--- src/verilog/dcache_cfg_pkg.sv ---
// geometry of the write-through L1 data cache memory block
// read port count, ways, sets, banks and the derived field widths

`default_nettype none

package dcache_cfg_pkg;

  ////////////////////////////////////////////////////////////////////////////
  // ports and associativity
  ////////////////////////////////////////////////////////////////////////////

  localparam int unsigned NumRdPorts = 3;
  localparam int unsigned RdSelBits  = $clog2(NumRdPorts);
  localparam int unsigned NumWays    = 4;

  ////////////////////////////////////////////////////////////////////////////
  // word and line layout
  ////////////////////////////////////////////////////////////////////////////

  localparam int unsigned XlenBits      = 32;
  localparam int unsigned WordBytes     = XlenBits / 8;
  localparam int unsigned WordAlignBits = $clog2(WordBytes);
  localparam int unsigned LineBits      = 128;
  localparam int unsigned LineBytes     = LineBits / 8;

  // one bank per word offset of the line
  localparam int unsigned NumBanks    = LineBits / XlenBits;
  localparam int unsigned BankSelBits = $clog2(NumBanks);
  localparam int unsigned OffsetBits  = $clog2(LineBytes);

  ////////////////////////////////////////////////////////////////////////////
  // address split
  ////////////////////////////////////////////////////////////////////////////

  localparam int unsigned IdxBits = 6;
  localparam int unsigned NumSets = 2 ** IdxBits;
  localparam int unsigned TagBits = 16;

endpackage

`default_nettype wire

--- src/verilog/dcache_types_pkg.sv ---
// data types of the cache memory block
// address fields, words, byte enables and per-way vectors
// tag entry that the tag RAMs hold

`default_nettype none

package dcache_types_pkg;
  import dcache_cfg_pkg::*;

  // address fields
  typedef logic [TagBits-1:0]     tag_t;
  typedef logic [IdxBits-1:0]     idx_t;
  typedef logic [OffsetBits-1:0]  off_t;
  typedef logic [BankSelBits-1:0] bank_sel_t;

  // one word and its byte enables
  typedef logic [XlenBits-1:0]  word_t;
  typedef logic [WordBytes-1:0] word_be_t;

  // way vectors, a data bank row holds one word per way
  typedef logic [NumWays-1:0]         way_vec_t;
  typedef word_t [NumWays-1:0]        way_words_t;
  typedef word_be_t [NumWays-1:0]     way_be_t;

  // valid bit sits above the tag
  typedef struct packed {
    logic valid;
    tag_t tag;
  } tag_entry_t;

  typedef logic [RdSelBits-1:0] port_sel_t;

endpackage

`default_nettype wire

--- src/verilog/dcache_rd_arbiter.sv ---
// read port arbiter
// high priority requests mask low priority ones, then round robin
// pointer moves past the granted port on every accepted grant

`default_nettype none

module dcache_rd_arbiter (
  input  logic                                  clk_i,
  input  logic                                  rst_ni,
  input  logic [dcache_cfg_pkg::NumRdPorts-1:0] rd_req_i,
  input  logic [dcache_cfg_pkg::NumRdPorts-1:0] rd_prio_i,
  input  logic                                  hold_i,
  output logic [dcache_cfg_pkg::NumRdPorts-1:0] rd_ack_o,
  output logic                                  gnt_o,
  output dcache_types_pkg::port_sel_t           sel_o
);

  import dcache_cfg_pkg::*;
  import dcache_types_pkg::*;

  logic [NumRdPorts-1:0] req_prio;
  logic [NumRdPorts-1:0] req_masked;
  port_sel_t             ptr_d, ptr_q;

  ////////////////////////////////////////////////////////////////////////////
  // priority masking
  ////////////////////////////////////////////////////////////////////////////

  assign req_prio   = rd_req_i & rd_prio_i;
  assign req_masked = (|req_prio) ? req_prio : rd_req_i;

  ////////////////////////////////////////////////////////////////////////////
  // round robin pick
  ////////////////////////////////////////////////////////////////////////////

  // first requester at or after the pointer, circular
  always_comb begin : p_pick
    int unsigned cand;
    logic        found;
    found = 1'b0;
    sel_o = ptr_q;
    for (int unsigned i = 0; i < NumRdPorts; i++) begin
      cand = (int'(ptr_q) + i) % NumRdPorts;
      if (!found && req_masked[cand]) begin
        found = 1'b1;
        sel_o = port_sel_t'(cand);
      end
    end
  end

  // a line write holds off every read
  assign gnt_o = (|req_masked) & ~hold_i;

  always_comb begin
    for (int unsigned i = 0; i < NumRdPorts; i++) begin
      rd_ack_o[i] = gnt_o && (sel_o == port_sel_t'(i));
    end
  end

  assign ptr_d = (sel_o == port_sel_t'(NumRdPorts - 1)) ? '0 : sel_o + 1'b1;

  always_ff @(posedge clk_i or negedge rst_ni) begin
    if (!rst_ni) begin
      ptr_q <= '0;
    end else if (gnt_o) begin
      ptr_q <= ptr_d;
    end
  end

endmodule

`default_nettype wire

--- config.mk ---
export PLATFORM = sky130hd
export DESIGN_NAME = dcache_rd_arbiter
export DESIGN_NICKNAME = d
export VERILOG_FILES = /design/src/verilog/dcache_cfg_pkg.sv /design/src/verilog/dcache_types_pkg.sv /design/src/verilog/dcache_rd_arbiter.sv
export SDC_FILE = /design/constraint.sdc
export NUM_CORES = 1
export LEC_CHECK = 0
export BUFFER_PORTS_ARGS = -buffer_cell sky130_fd_sc_hd__buf_2
export CORE_AREA = 2 2 39 41
export DETAILED_ROUTE_END_ITERATION = 10
export DIE_AREA = 0 0 41 43
export GPL_TIMING_DRIVEN = 0
export PLACE_DENSITY_LB_ADDON = 0.3
export SLEW_MARGIN = 20
export SYNTH_ARGS = -nofsm -noshare
export SYNTH_HDL_FRONTEND = slang
export SYNTH_SLANG_ARGS = --single-unit
--- constraint.sdc ---
create_clock -name clk_i -period 2.55 [get_ports clk_i]
set_input_delay 0.1275 -clock clk_i [delete_from_list [all_inputs] [get_ports clk_i]]
set_output_delay 0.1275 -clock clk_i [all_outputs]
set_load 0.02 [all_outputs]
== Yosys cells after proc, flatten, opt, wreduce, memory -nomap -nowiden ==
Index checks and enable logic that the tools add are counted.

* Bits in registers: 2
* Logic and storage cells: 38

* $add $sub $neg: 3
* Div/mod/pow operators: 3
* Magnitude comparators: 3
* Equality and inequality tests: 2
* Muxes and demuxes: 13
* Bitwise logic cells: 3
* Reduce and logical (&&, ||, !) cells: 10

{| class="wikitable"
|+ Operator list
! kind !! number
|-
| $lt A32 B3 Y1 const B || 3
|-
| $mod A32 B2 Y32 const B || 2
|-
| $mod A2 B2 Y32 const B || 1
|-
| $mux W2 || 4
|-
| $bmux W1 S2 || 3
|-
| $reduce_or A3 Y1 || 2
|-
| $logic_and A1 B1 Y1 || 5
|-
| $mux W1 || 5
|-
| $add A2 B1 Y3 const B || 1
|-
| $add A2 B2 Y3 const B || 1
|-
| $and A3 B3 Y3 || 1
|-
| $mux W3 || 1
|-
| $add A2 B1 Y2 const B || 1
|-
| $eq A2 B1 Y1 const B || 1
|-
| $eq A2 B2 Y1 const B || 1
|-
| $logic_not A1 Y1 || 2
|-
| $logic_not A2 Y1 || 1
|-
| $and A1 B1 Y1 || 1
|-
| $not A1 Y1 || 1
|}

== Depth between registers and ports, before layout ==
Gate-level depths: netlist (run 1).

* Depth after elaboration: 14
* Depth in mapped cells: 10
* Mapped depth without buffers: 9

== Least setup slack after synthesis (run 1) ==
No wires, ideal clock.

* Kind: register to output
* Start: reg ptr_q[0]
* End: out rd_ack_o[1] (netlist bit)
* Arrival: 2,455 ps
* Data required time: 2,423 ps
* Slack: -32 ps
* Cell stages (with the launch flop): 10
* Cells stage by stage: dfrtp_1 > inv_1 > ha_1 > buf_4 > inv_1 > o311a_1 > o32a_1 > nor3b_1 > a211o_1 > nor3_1

* Longest elaborated chain between the ends: 12
* Elaborated cells between the ends (all ways): 22
* Those cells by class: add/sub: 2; div: 3; eq/ne: 1; mux: 11; reduce/logical: 5

{| class="wikitable"
|+ Ends and longest elaborated chain
! what !! line !! source
|-
| start, declared || dcache_rd_arbiter.sv:23 || <nowiki>port_sel_t ptr_d, ptr_q;</nowiki>
|-
| start signal, assigned || dcache_rd_arbiter.sv:66 || <nowiki>ptr_q <= ptr_d;</nowiki>
|-
| branches (longest 9 deep; another with $mod A32 B2 Y32) || - ||
|-
| $mux W2 (*) || dcache_rd_arbiter.sv:44 || <nowiki>if (!found && req_masked[cand]) begin</nowiki>
|-
| $eq A2 B1 Y1 (*) || dcache_rd_arbiter.sv:56 || <nowiki>rd_ack_o[i] = gnt_o && (sel_o == port_sel_t'(i));</nowiki>
|-
| $logic_and A1 B1 Y1 (*) || dcache_rd_arbiter.sv:56 ||
|-
| end, declared || dcache_rd_arbiter.sv:13 || <nowiki>output logic [dcache_cfg_pkg::NumRdPorts-1:0] rd_ack_o,</nowiki>
|}

Mark *: on every way between the ends. The select of a mux whose other input is x is not followed.

== Worst setup path after layout (run 1) ==
* Start: reg ptr_q[1]
* End: out rd_ack_o[2] (netlist bit)

* Longest elaborated chain between the ends: 12
* Elaborated cells between the ends (all ways): 22
* Those cells by class: add/sub: 2; div: 3; eq/ne: 1; mux: 11; reduce/logical: 5

{| class="wikitable"
|+ Ends and longest elaborated chain
! what !! line
|-
| branches (longest 9 deep; another with $mod A32 B2 Y32) || -
|-
| $mux W2 (*) || dcache_rd_arbiter.sv:44
|-
| $eq A2 B2 Y1 (*) || dcache_rd_arbiter.sv:56
|-
| $logic_and A1 B1 Y1 (*) || dcache_rd_arbiter.sv:56
|}

Marked as above.

==> impl_metrics.py, run 1 <==
metrics = {
    "power_and_ir_drop": {
        "power_density_nw_per_um2": 1270,
        "p_leak_uw": 0.000278,
        "irDropWorstVdd_mv": 0.734,
    },
    "global_route": {
        "grt_pass1_wl_mm": 1.70,
        "grt_pass1_vias": 386,
        "grt.total_usage": 0.142,
        "grt_remaining_overflow": 0,
        "grt_max_degree": 8,
        "grt_antenna_before_repair": 0,
    },
    "die": {
        "fp.dieH_um": 43,
        "coreArea_um2": 1380,
        "die_area_um2": 1760,
        "num_rows": 14,
        "io_pins": 15,
        "fp.dieW_um": 41,
        "initial_core_util": 0.297,
    },
    "timing": {
        "clock_skew_ns": 0.00590,
        "setup_viol": 3,
        "worst_slack_ns": -0.0727,
        "finalHoldViolCount": 0,
        "timing.fmax_ghz": 0.381,
        "finalMaxSlewViolations": 0,
        "fin_crit_sh": 1.03,
        "slew_headroom": 0.752,
        "setup_tns_ns": -0.168,
        "worst_pin_slew_ns": 0.372,
        "post-route-min-period_ns": 2.62,
        "rsz0062_at_grt": "true",
    },
    "final_layout": {
        "layout-drive-gt1-share": 0.462,
        "largest_register_ffs": 2,
        "n_antenna_cell": 0,
        "largest-register": "ptr_q",
        "utilization": 0.452,
        "area.growth.synth_to_final_pct": 52.0,
        "largestRegisters": "ptr_q: 2 flops",
        "nets": 92,
    },
    "critical_path": {
        "critPathKind": "flip-flop to primary output",
        "path_buf_inv": 2,
        "cp_top_family": "compound AO/OA/AOI/OAI gates",
        "cp.arrival_ns": 2.50,
        "critical-path-max-stage-delay_ns": 0.41,
        "crit_path_end_kind": "primary output",
        "worst_path_max_delay_cell": "dfrtp_1",
        "start_kind": "flip-flop",
        "cp.required_ns": 2.42,
        "rr_startpoint": "ptr_q[1]",
        "rr_worst_depth": 9,
        "path_cells": "ha_4 -> inv_4 -> o311a_1 -> o32a_1 -> nor3b_2 -> a211o_1 -> and3_4 -> buf_6",
        "cp_max_fo": 4,
        "r2r-end": "ptr_q[0]",
        "rrSetupSlack_ns": 0.22,
    },
    "routing": {
        "drt_iter0_drc": 13,
        "drc": 0,
        "first_pass_iters": 4,
        "vias": 527,
        "post_drt_wl_per_cell_um": 12.2,
        "routed_wl_mm": 1.15,
        "via_per_inst": 5.61,
        "drt.antenna.violating_nets": 0,
    },
    "cts": {
        "clock-sinks": 2,
        "cts_tree": "done",
        "clock_tree.buffer_depth": 2,
        "cts_buffers": 3,
        "clkTransAtPathRegs_ns": 0.03,
        "root_buffer": "clkbuf_4",
        "clock_latency_ns": 0.24,
        "htreeDepth": 1,
    },
    "logic_synthesis": {
        "ys_seq_area_frac": 0.122,
        "ys_types": 32,
        "synth_top_area_cell": "dfrtp_1",
        "yosys_warnings": 0,
        "yosys-top-cells-count": "inv_1, nand2_1, o211ai_1",
        "ys_ff_latch": 2,
        "synth_edf_count": 0,
        "synth_area_leaders": "dfrtp_1, ha_1, o211ai_1",
        "async_reset_ff_frac": 1.00,
        "netlist.area_leader.share": 0.122,
        "syn_nets": 66,
        "syn_avg_cell_area_um2": 7.62,
        "synth_area_um2": 412,
        "synthCells": 54,
        "synth_most_common_cell": "inv_1",
        "ys.flop_type": "dfrtp_1",
    },
    "placed_design": {
        "place.gp.congestion": 0.764,
        "dpl.hpwl_um": 781,
        "port-buffer-count": 14,
    },
    "run_status": {
        "status": "complete, but fails checks",
        "violations": "setup timing",
    },
    "hold_path": {
        "hold_class": "primary input to async pin",
    },
    "job": {
        "cap_violations": 0,
    },
}
-- through the flow --
step	power [µW]	setup slack (ns)	area, µm²	std cells	hold WS [ns]
floorplan	435	0.121	417	54	-0.168
global placement	542	0.00448	507	84	-0.0882
detailed placement	545	-0.0121	507	84	-0.0860
CTS	743	-0.0389	603	92	0.194
global route	858	-0.152	626	94	0.211
finish	792	-0.0727	626	94	0.199
-- placed cells by master (no fill, tap or decap), types with 2 or more instances in the layout --
cell type,count
o21ai_1,2
a21oi_1,3
inv_2,2
a22oi_1,2
nor3_1,2
clkbuf_4,3
buf_6,2
buf_4,8
buf_2,11
o211ai_1,4
nand2_1,4
dfrtp_1,2
inv_1,5
o221ai_1,2
-- power breakdown --
group          switching [µW]  internal [µW]
registers                11.4           45.9
clock network            22.5           52.3
logic                     339            321
-- logic make-up (layout without fill, tap and decap cells) --
kind of cell,count (synthesis),after routing,share of synthesized area
AOI/OAI and AO/OA,26,26,0.505
DFF,2,2,0.122
and+or+nand+nor,13,13,0.182
adders and majority gates,3,3,0.0912
buffers and inverters,10,34,0.100
-- layout make-up --
| class | count | area (µm²) |
|---|---|---|
| plain buffers | 1 | 3.75 |
| clock buffers | 3 | 22.5 |
| fillers | 137 | 758 |
| inverters | 8 | 32.5 |
| multi-input cells | 42 | 349 |
| flip-flops and latches | 2 | 50.0 |
| well taps | 16 | 20.0 |
| repair buffers | 22 | 148 |
-- worst max path at each step --
stage | from | to | slack [ns] | cells after the start
floorplan | ptr_q[0] | rd_ack_o[0] | 0.12 | 10
global placement | ptr_q[0] | rd_ack_o[2] | 0.004 | 10
detailed placement | ptr_q[0] | rd_ack_o[2] | -0.01 | 10
CTS | ptr_q[1] | rd_ack_o[2] | -0.04 | 9
global route | ptr_q[0] | rd_ack_o[2] | -0.15 | 9
finish | ptr_q[1] | rd_ack_o[2] | -0.07 | 8
-- metal layers --
metal | routed length (µm) | GRT usage | share of wire | vias up
met2 | 546 | 0.206 | 0.48 | 16
li1 | - | - | - | 267
met3 | 51 | 0 | 0.044 | 2
met1 | 536 | 0.193 | 0.47 | 242
met5 | 0 | 0 | 0 | -
met4 | 14 | 0.100 | 0.012 | 0
-- what timing repair did --
action,in CTS,in global routing
setup endpoints to repair,4,4
endpoints found under the hold margin,2,0
pin swaps,2,5
buffers inserted,4,3
gates resized for setup,9,4
hold buffers,1,0
No activity file was read; power rests on OpenSTA's default activity.
==> inputs of run 2 (changes only) <==
--- a/config.mk
+++ b/config.mk
@@ -11,6 +11,7 @@
 export DIE_AREA = 0 0 41 43
 export GPL_TIMING_DRIVEN = 0
 export PLACE_DENSITY_LB_ADDON = 0.3
+export REMOVE_ABC_BUFFERS = 1
 export SLEW_MARGIN = 20
 export SYNTH_ARGS = -nofsm -noshare
 export SYNTH_HDL_FRONTEND = slang
==> run 2 against run 1 <==
Compared with the run above:
- the flow now finishes without violations
- maximum frequency is 3.4% higher
- clock power is 7.5% lower
- final cell count is 4.3% lower
- sequential power is 2% lower
- worst hold slack better by 0.022 ns
- utilization is 1.8 points lower
- register-to-register slack better by 0.09 ns
==> impl_metrics.py, run 2 (same netlist as run 1, synthesis figures left out) <==
metrics = {
    "global_route": {
        "grt_pass1_wl_mm": 1.75,
        "grt_pass1_vias": 437,
        "grt_antenna_before_repair": 0,
        "grt.total_usage": 0.146,
        "grt_remaining_overflow": 0,
        "grt_max_degree": 8,
    },
    "routing": {
        "wl_met2_um": 593,
        "via_per_inst": 5.58,
        "routed.top_layer": "met3",
        "drt_iter0_drc": 7,
        "first_pass_iters": 4,
        "post_drt_wl_per_cell_um": 13.3,
        "wl_met3_um": 86,
        "routed_wl_mm": 1.20,
        "drt.antenna.violating_nets": 0,
        "drc": 0,
        "vias": 502,
        "met1Wirelength_um": 518,
    },
    "hold_path": {
        "hold_class": "primary input to async pin",
    },
    "die": {
        "num_rows": 14,
        "coreArea_um2": 1380,
        "initial_core_util": 0.297,
        "fp.dieH_um": 43,
        "fp.dieW_um": 41,
        "die_area_um2": 1760,
        "io_pins": 15,
    },
    "power_and_ir_drop": {
        "total_power_uw": 745,
        "power_density_nw_per_um2": 1240,
        "power_frac_comb": 0.832,
        "seq_power_share": 0.076,
        "p_leak_uw": 0.000262,
        "p_int_uw": 376,
        "irDropWorstVdd_mv": 0.616,
        "clkPwrFrac": 0.093,
        "switching_share": 0.495,
        "switching_power_uw": 368,
    },
    "timing": {
        "rsz0062_at_grt": "true",
        "finalMaxSlewViolations": 0,
        "slew_headroom": 0.786,
        "setup_viol": 0,
        "timing.fmax_ghz": 0.394,
        "worst_pin_slew_ns": 0.320,
        "fin_crit_sh": 0.995,
        "clock_skew_ns": 0.000827,
        "post-route-min-period_ns": 2.54,
        "finalHoldViolCount": 0,
        "whs_ns": 0.221,
    },
    "critical_path": {
        "critPathKind": "flip-flop to primary output",
        "rr_worst_depth": 9,
        "rrSetupSlack_ns": 0.31,
        "cp.required_ns": 2.42,
        "crit_path_start": "ptr_q[1]",
        "r2r-end": "ptr_q[0]",
        "cp-endpoint": "rd_ack_o[1]",
        "cp_max_fo": 4,
        "start_kind": "flip-flop",
        "cp.arrival_ns": 2.41,
        "rr_startpoint": "ptr_q[1]",
        "crit_path_end_kind": "primary output",
    },
    "cts": {
        "clkTransAtPathRegs_ns": 0.03,
        "clock-sinks": 2,
        "clock_tree.buffer_depth": 2,
        "root_buffer": "clkbuf_4",
        "cts_buffers": 3,
        "htreeDepth": 1,
        "clock_latency_ns": 0.22,
        "cts_tree": "done",
    },
    "final_layout": {
        "largest-register": "ptr_q",
        "final_cell_mix": "buf_2, inv_1, buf_4",
        "area.growth.synth_to_final_pct": 45.9,
        "largestRegisters": "ptr_q: 2 flops",
        "largest_register_ffs": 2,
        "n_antenna_cell": 0,
        "nets": 88,
        "layout_commonest_cell": "buf_2",
        "stdcell_area_um2": 601,
        "layout-drive-gt1-share": 0.459,
    },
    "placed_design": {
        "port-buffer-count": 14,
        "place.gp.congestion": 0.791,
        "placed_area_um2": 490,
        "dpl.hpwl_um": 789,
    },
    "job": {
        "cap_violations": 0,
    },
    "run_status": {
        "status": "finished clean",
    },
}
[run 2: changes by cell type in the layout (fill, tap and decap cells not counted), sizes merged]
cell | previous run | this run
clkbuf | 4 | 3
buf | 21 | 18
[run 2: layer usage]
layer  up-vias  global-route usage
met1       220               0.183
met2        26               0.231
met3         0              0.0471
li1        256                   -
met4         0              0.0400
met5         -                   0
[run 2: cell type report]
type	count	area [µm²]
fillers	144	783
well taps	16	20.0
repair buffers	19	119
flip-flops and latches	2	51.3
clock buffers	3	22.5
inverters	8	32.5
multi-input cells	42	355
[run 2: power groups by stage]
stage                     clock [µW]  sequential (µW)  combinational, µW
after floorplan                    0             58.1                358
after global placement             0             62.0                463
after detailed placement           0             62.3                465
after CTS                       71.9             56.6                533
after global routing            76.1             58.3                671
final                           69.2             56.3                619
[run 2: worst max-delay path, stage by stage (launching register included)]
cell     delay [ns]
dfrtp_2        0.41
ha_4           0.30
inv_4          0.04
o311a_1        0.34
o32a_1         0.31
nor3b_2        0.16
a211o_1        0.31
nor3_2         0.17
buf_4          0.16
[run 2: repair_timing]
item                                   4_1_cts  5_1_grt
setup endpoints to repair                    4        3
pin swaps                                    2        1
cloned                                       0        0
hold buffers                                 1        0
endpoints found under the hold margin        2        0
setup buffers                                3        1
resized for setup                            3       10
[run 2: how the worst min path moves through the flow]
stage	endpoint	cells past startpoint
2_1_floorplan	ptr_q[0]	0
6_report	ptr_q[1]	2
3_3_place_gp	ptr_q[0]	1
3_5_place_dp	ptr_q[1]	1
5_1_grt	ptr_q[1]	2
4_1_cts	ptr_q[0]	2
[run 2: metrics by stage]
| stage | cells | utilization | TNS (ns) | setup WS, ns |
|---|---|---|---|---|
| 5_1_grt | 90 | 0.434 | -0.180 | -0.0886 |
| 6_report | 90 | 0.434 | 0 | 0.0134 |
| 3_5_place_dp | 82 | 0.354 | -0.188 | -0.0910 |
| 3_3_place_gp | 82 | 0.354 | -0.122 | -0.0634 |
| 2_1_floorplan | 52 | - | -0.0501 | -0.0501 |
| 4_1_cts | 89 | 0.404 | 0 | 0.00115 |
==> inputs of run 3 (changes only) <==
--- a/config.mk
+++ b/config.mk
@@ -6,6 +6,8 @@
 export NUM_CORES = 1
 export LEC_CHECK = 0
 export BUFFER_PORTS_ARGS = -buffer_cell sky130_fd_sc_hd__buf_2
+export CELL_PAD_IN_SITES_DETAIL_PLACEMENT = 0
+export CELL_PAD_IN_SITES_GLOBAL_PLACEMENT = 1
 export CORE_AREA = 2 2 39 41
 export DETAILED_ROUTE_END_ITERATION = 10
 export DIE_AREA = 0 0 41 43
==> run 3 against run 2 <==
Compared with the run above:
- first-iteration DRC count is 14% lower
- total power increased by 5.4%
- final cell count increased by 2.2%
- largest cell class unchanged
- register-to-register slack got worse by 0.22 ns
- count of clock-buffer cells in the layout did not move
- largest power group unchanged
- flip-flop and latch count stayed put
- the flow now finishes with violations (setup timing)
- highest routed layer is now met4
- combinational power rose by 5.3%
- sequential share of layout area shrank 0.21 points
- critical path type unchanged
==> impl_metrics.py, run 3 (same netlist as run 1, synthesis figures left out) <==
metrics = {
    "cts": {
        "root_buffer": "clkbuf_4",
        "clock_latency_ns": 0.24,
        "clock_tree.buffer_depth": 2,
        "htreeDepth": 1,
        "cts_tree": "done",
        "clkTransAtPathRegs_ns": 0.04,
        "cts_buffers": 3,
        "clock-sinks": 2,
    },
    "critical_path": {
        "rrSetupSlack_ns": 0.09,
        "crit_path_end_kind": "primary output",
        "path_cells": "ha_4 -> inv_2 -> o311a_1 -> o32a_1 -> nor3b_2 -> a211o_1 -> and3_4 -> buf_6",
        "rr_worst_depth": 9,
        "start_kind": "flip-flop",
        "cp_top_family": "compound AO/OA/AOI/OAI gates",
        "critPathKind": "flip-flop to primary output",
        "rr_startpoint": "ptr_q[1]",
        "cp.arrival_ns": 2.48,
        "critical-path-max-stage-delay_ns": 0.41,
        "path_buf_inv": 2,
        "worst_path_max_delay_cell": "dfrtp_2",
        "cp.required_ns": 2.42,
        "r2r-end": "ptr_q[1]",
        "cp_max_fo": 4,
    },
    "final_layout": {
        "largestRegisters": "ptr_q: 2 flops",
        "n_antenna_cell": 0,
        "largest-register": "ptr_q",
        "layout-drive-gt1-share": 0.461,
        "nets": 90,
        "nFillCells": 148,
        "largest_register_ffs": 2,
        "layout_commonest_cell": "buf_2",
        "final_cell_mix": "buf_2, buf_4, inv_1",
        "area.growth.synth_to_final_pct": 49.5,
    },
    "power_and_ir_drop": {
        "total_power_uw": 785,
        "p_leak_uw": 0.000271,
        "power_density_nw_per_um2": 1270,
        "irDropWorstVdd_mv": 0.636,
    },
    "die": {
        "io_pins": 15,
        "num_rows": 14,
        "coreArea_um2": 1380,
        "die_area_um2": 1760,
        "fp.dieH_um": 43,
        "fp.dieW_um": 41,
        "initial_core_util": 0.297,
    },
    "routing": {
        "drt_iter0_drc": 6,
        "routed_wl_mm": 1.24,
        "post_drt_wl_per_cell_um": 13.5,
        "vias": 541,
        "first_pass_iters": 4,
        "drc": 0,
        "via_per_inst": 5.88,
        "drt.antenna.violating_nets": 0,
    },
    "placed_design": {
        "port-buffer-count": 14,
        "dpl.hpwl_um": 787,
        "pre_cts_slack_ns": -0.0937,
        "place.gp.congestion": 0.725,
    },
    "timing": {
        "slew_headroom": 0.747,
        "worst_pin_slew_ns": 0.380,
        "worst_slack_ns": -0.0568,
        "post-route-min-period_ns": 2.61,
        "finalHoldViolCount": 0,
        "setup_viol": 3,
        "fin_crit_sh": 1.02,
        "timing.fmax_ghz": 0.384,
        "rsz0062_at_grt": "true",
        "clock_skew_ns": 0.00812,
        "finalMaxSlewViolations": 0,
    },
    "run_status": {
        "status": "complete, but fails checks",
        "violations": "setup timing",
    },
    "global_route": {
        "grt_max_degree": 8,
        "grt_pass1_wl_mm": 1.94,
        "grt_antenna_before_repair": 0,
        "grt.total_usage": 0.159,
        "grt_pass1_vias": 469,
        "grt_remaining_overflow": 0,
    },
    "hold_path": {
        "hold_class": "primary input to async pin",
    },
    "job": {
        "cap_violations": 0,
    },
}
==> run 3: cell count changes in the layout (fill, tap and decap cells not counted) <==
cell,delta
buf_4,+3
ha_2,-1
inv_1,-1
o31ai_2,-1
buf_2,-1
ha_1,+1
inv_4,-1
o31ai_4,+1
o2111ai_2,-1
inv_2,+2
o2111ai_1,+1
==> run 3: through the flow <==
| step | utilization | hold slack (ns) | TNS, ns | cells | cell area [µm²] |
|---|---|---|---|---|---|
| floorplan | - | -0.168 | -0.0501 | 52 | 400 |
| global placement | 0.354 | -0.0878 | -0.218 | 82 | 490 |
| detailed placement | 0.354 | -0.0868 | -0.192 | 82 | 490 |
| CTS | 0.410 | 0.193 | 0 | 90 | 567 |
| global route | 0.445 | 0.231 | -0.529 | 92 | 616 |
| finish | 0.445 | 0.196 | -0.120 | 92 | 616 |
==> run 3: worst max path at each step <==
stage,start,end,slack (ns),depth (start not counted)
after floorplan,ptr_q[0],rd_ack_o[1],-0.05,8
after global placement,ptr_q[0],rd_ack_o[2],-0.1,9
after detailed placement,ptr_q[0],rd_ack_o[2],-0.09,9
after CTS,ptr_q[1],rd_ack_o[2],0.0004,8
after global routing,ptr_q[0],rd_ack_o[0],-0.15,10
final,ptr_q[1],rd_ack_o[2],-0.06,8
==> run 3: worst reg2reg max path, stage by stage (launching register included) <==
cell     delay (ns)
dfrtp_2        0.41
ha_4           0.28
inv_2          0.04
o311a_1        0.32
o32a_1         0.37
nor3b_2        0.16
a211o_1        0.34
buf_4          0.15
buf_4          0.13
o31ai_4        0.16
==> run 3: area by class of cell <==
class	count	area (µm²)	area share
Inverter	8	30.0	0.0488
Clock buffer	3	22.5	0.0366
Tap cell	16	20.0	0.0325
Sequential cell	2	51.3	0.0833
Multi-Input combinational cell	42	355	0.577
Timing Repair Buffer	21	136	0.222
==> run 3: report_power, final <==
group	switching [µW]	total, µW	leakage [µW]	internal [µW]
Clock	22.7	75.0	0.0000138	52.3
Sequential	10.6	57.6	0.0000238	47.0
Combinational	352	652	0.000234	301
Total	385	785	0.000271	400
==> run 3: what timing repair did <==
action                                  CTS  global route
resized for setup                         4             9
hold buffers                              1             0
buffers inserted                          4             2
endpoints found under the setup margin    4             3
hold endpoints to repair                  2             0
pin swaps                                 2             7
==> run 3: metal layers <==
layer,part of all wire,GRT usage
met1,0.41,0.198
met2,0.53,0.256
met3,0.036,0
met4,0.025,0.100
met5,0,0
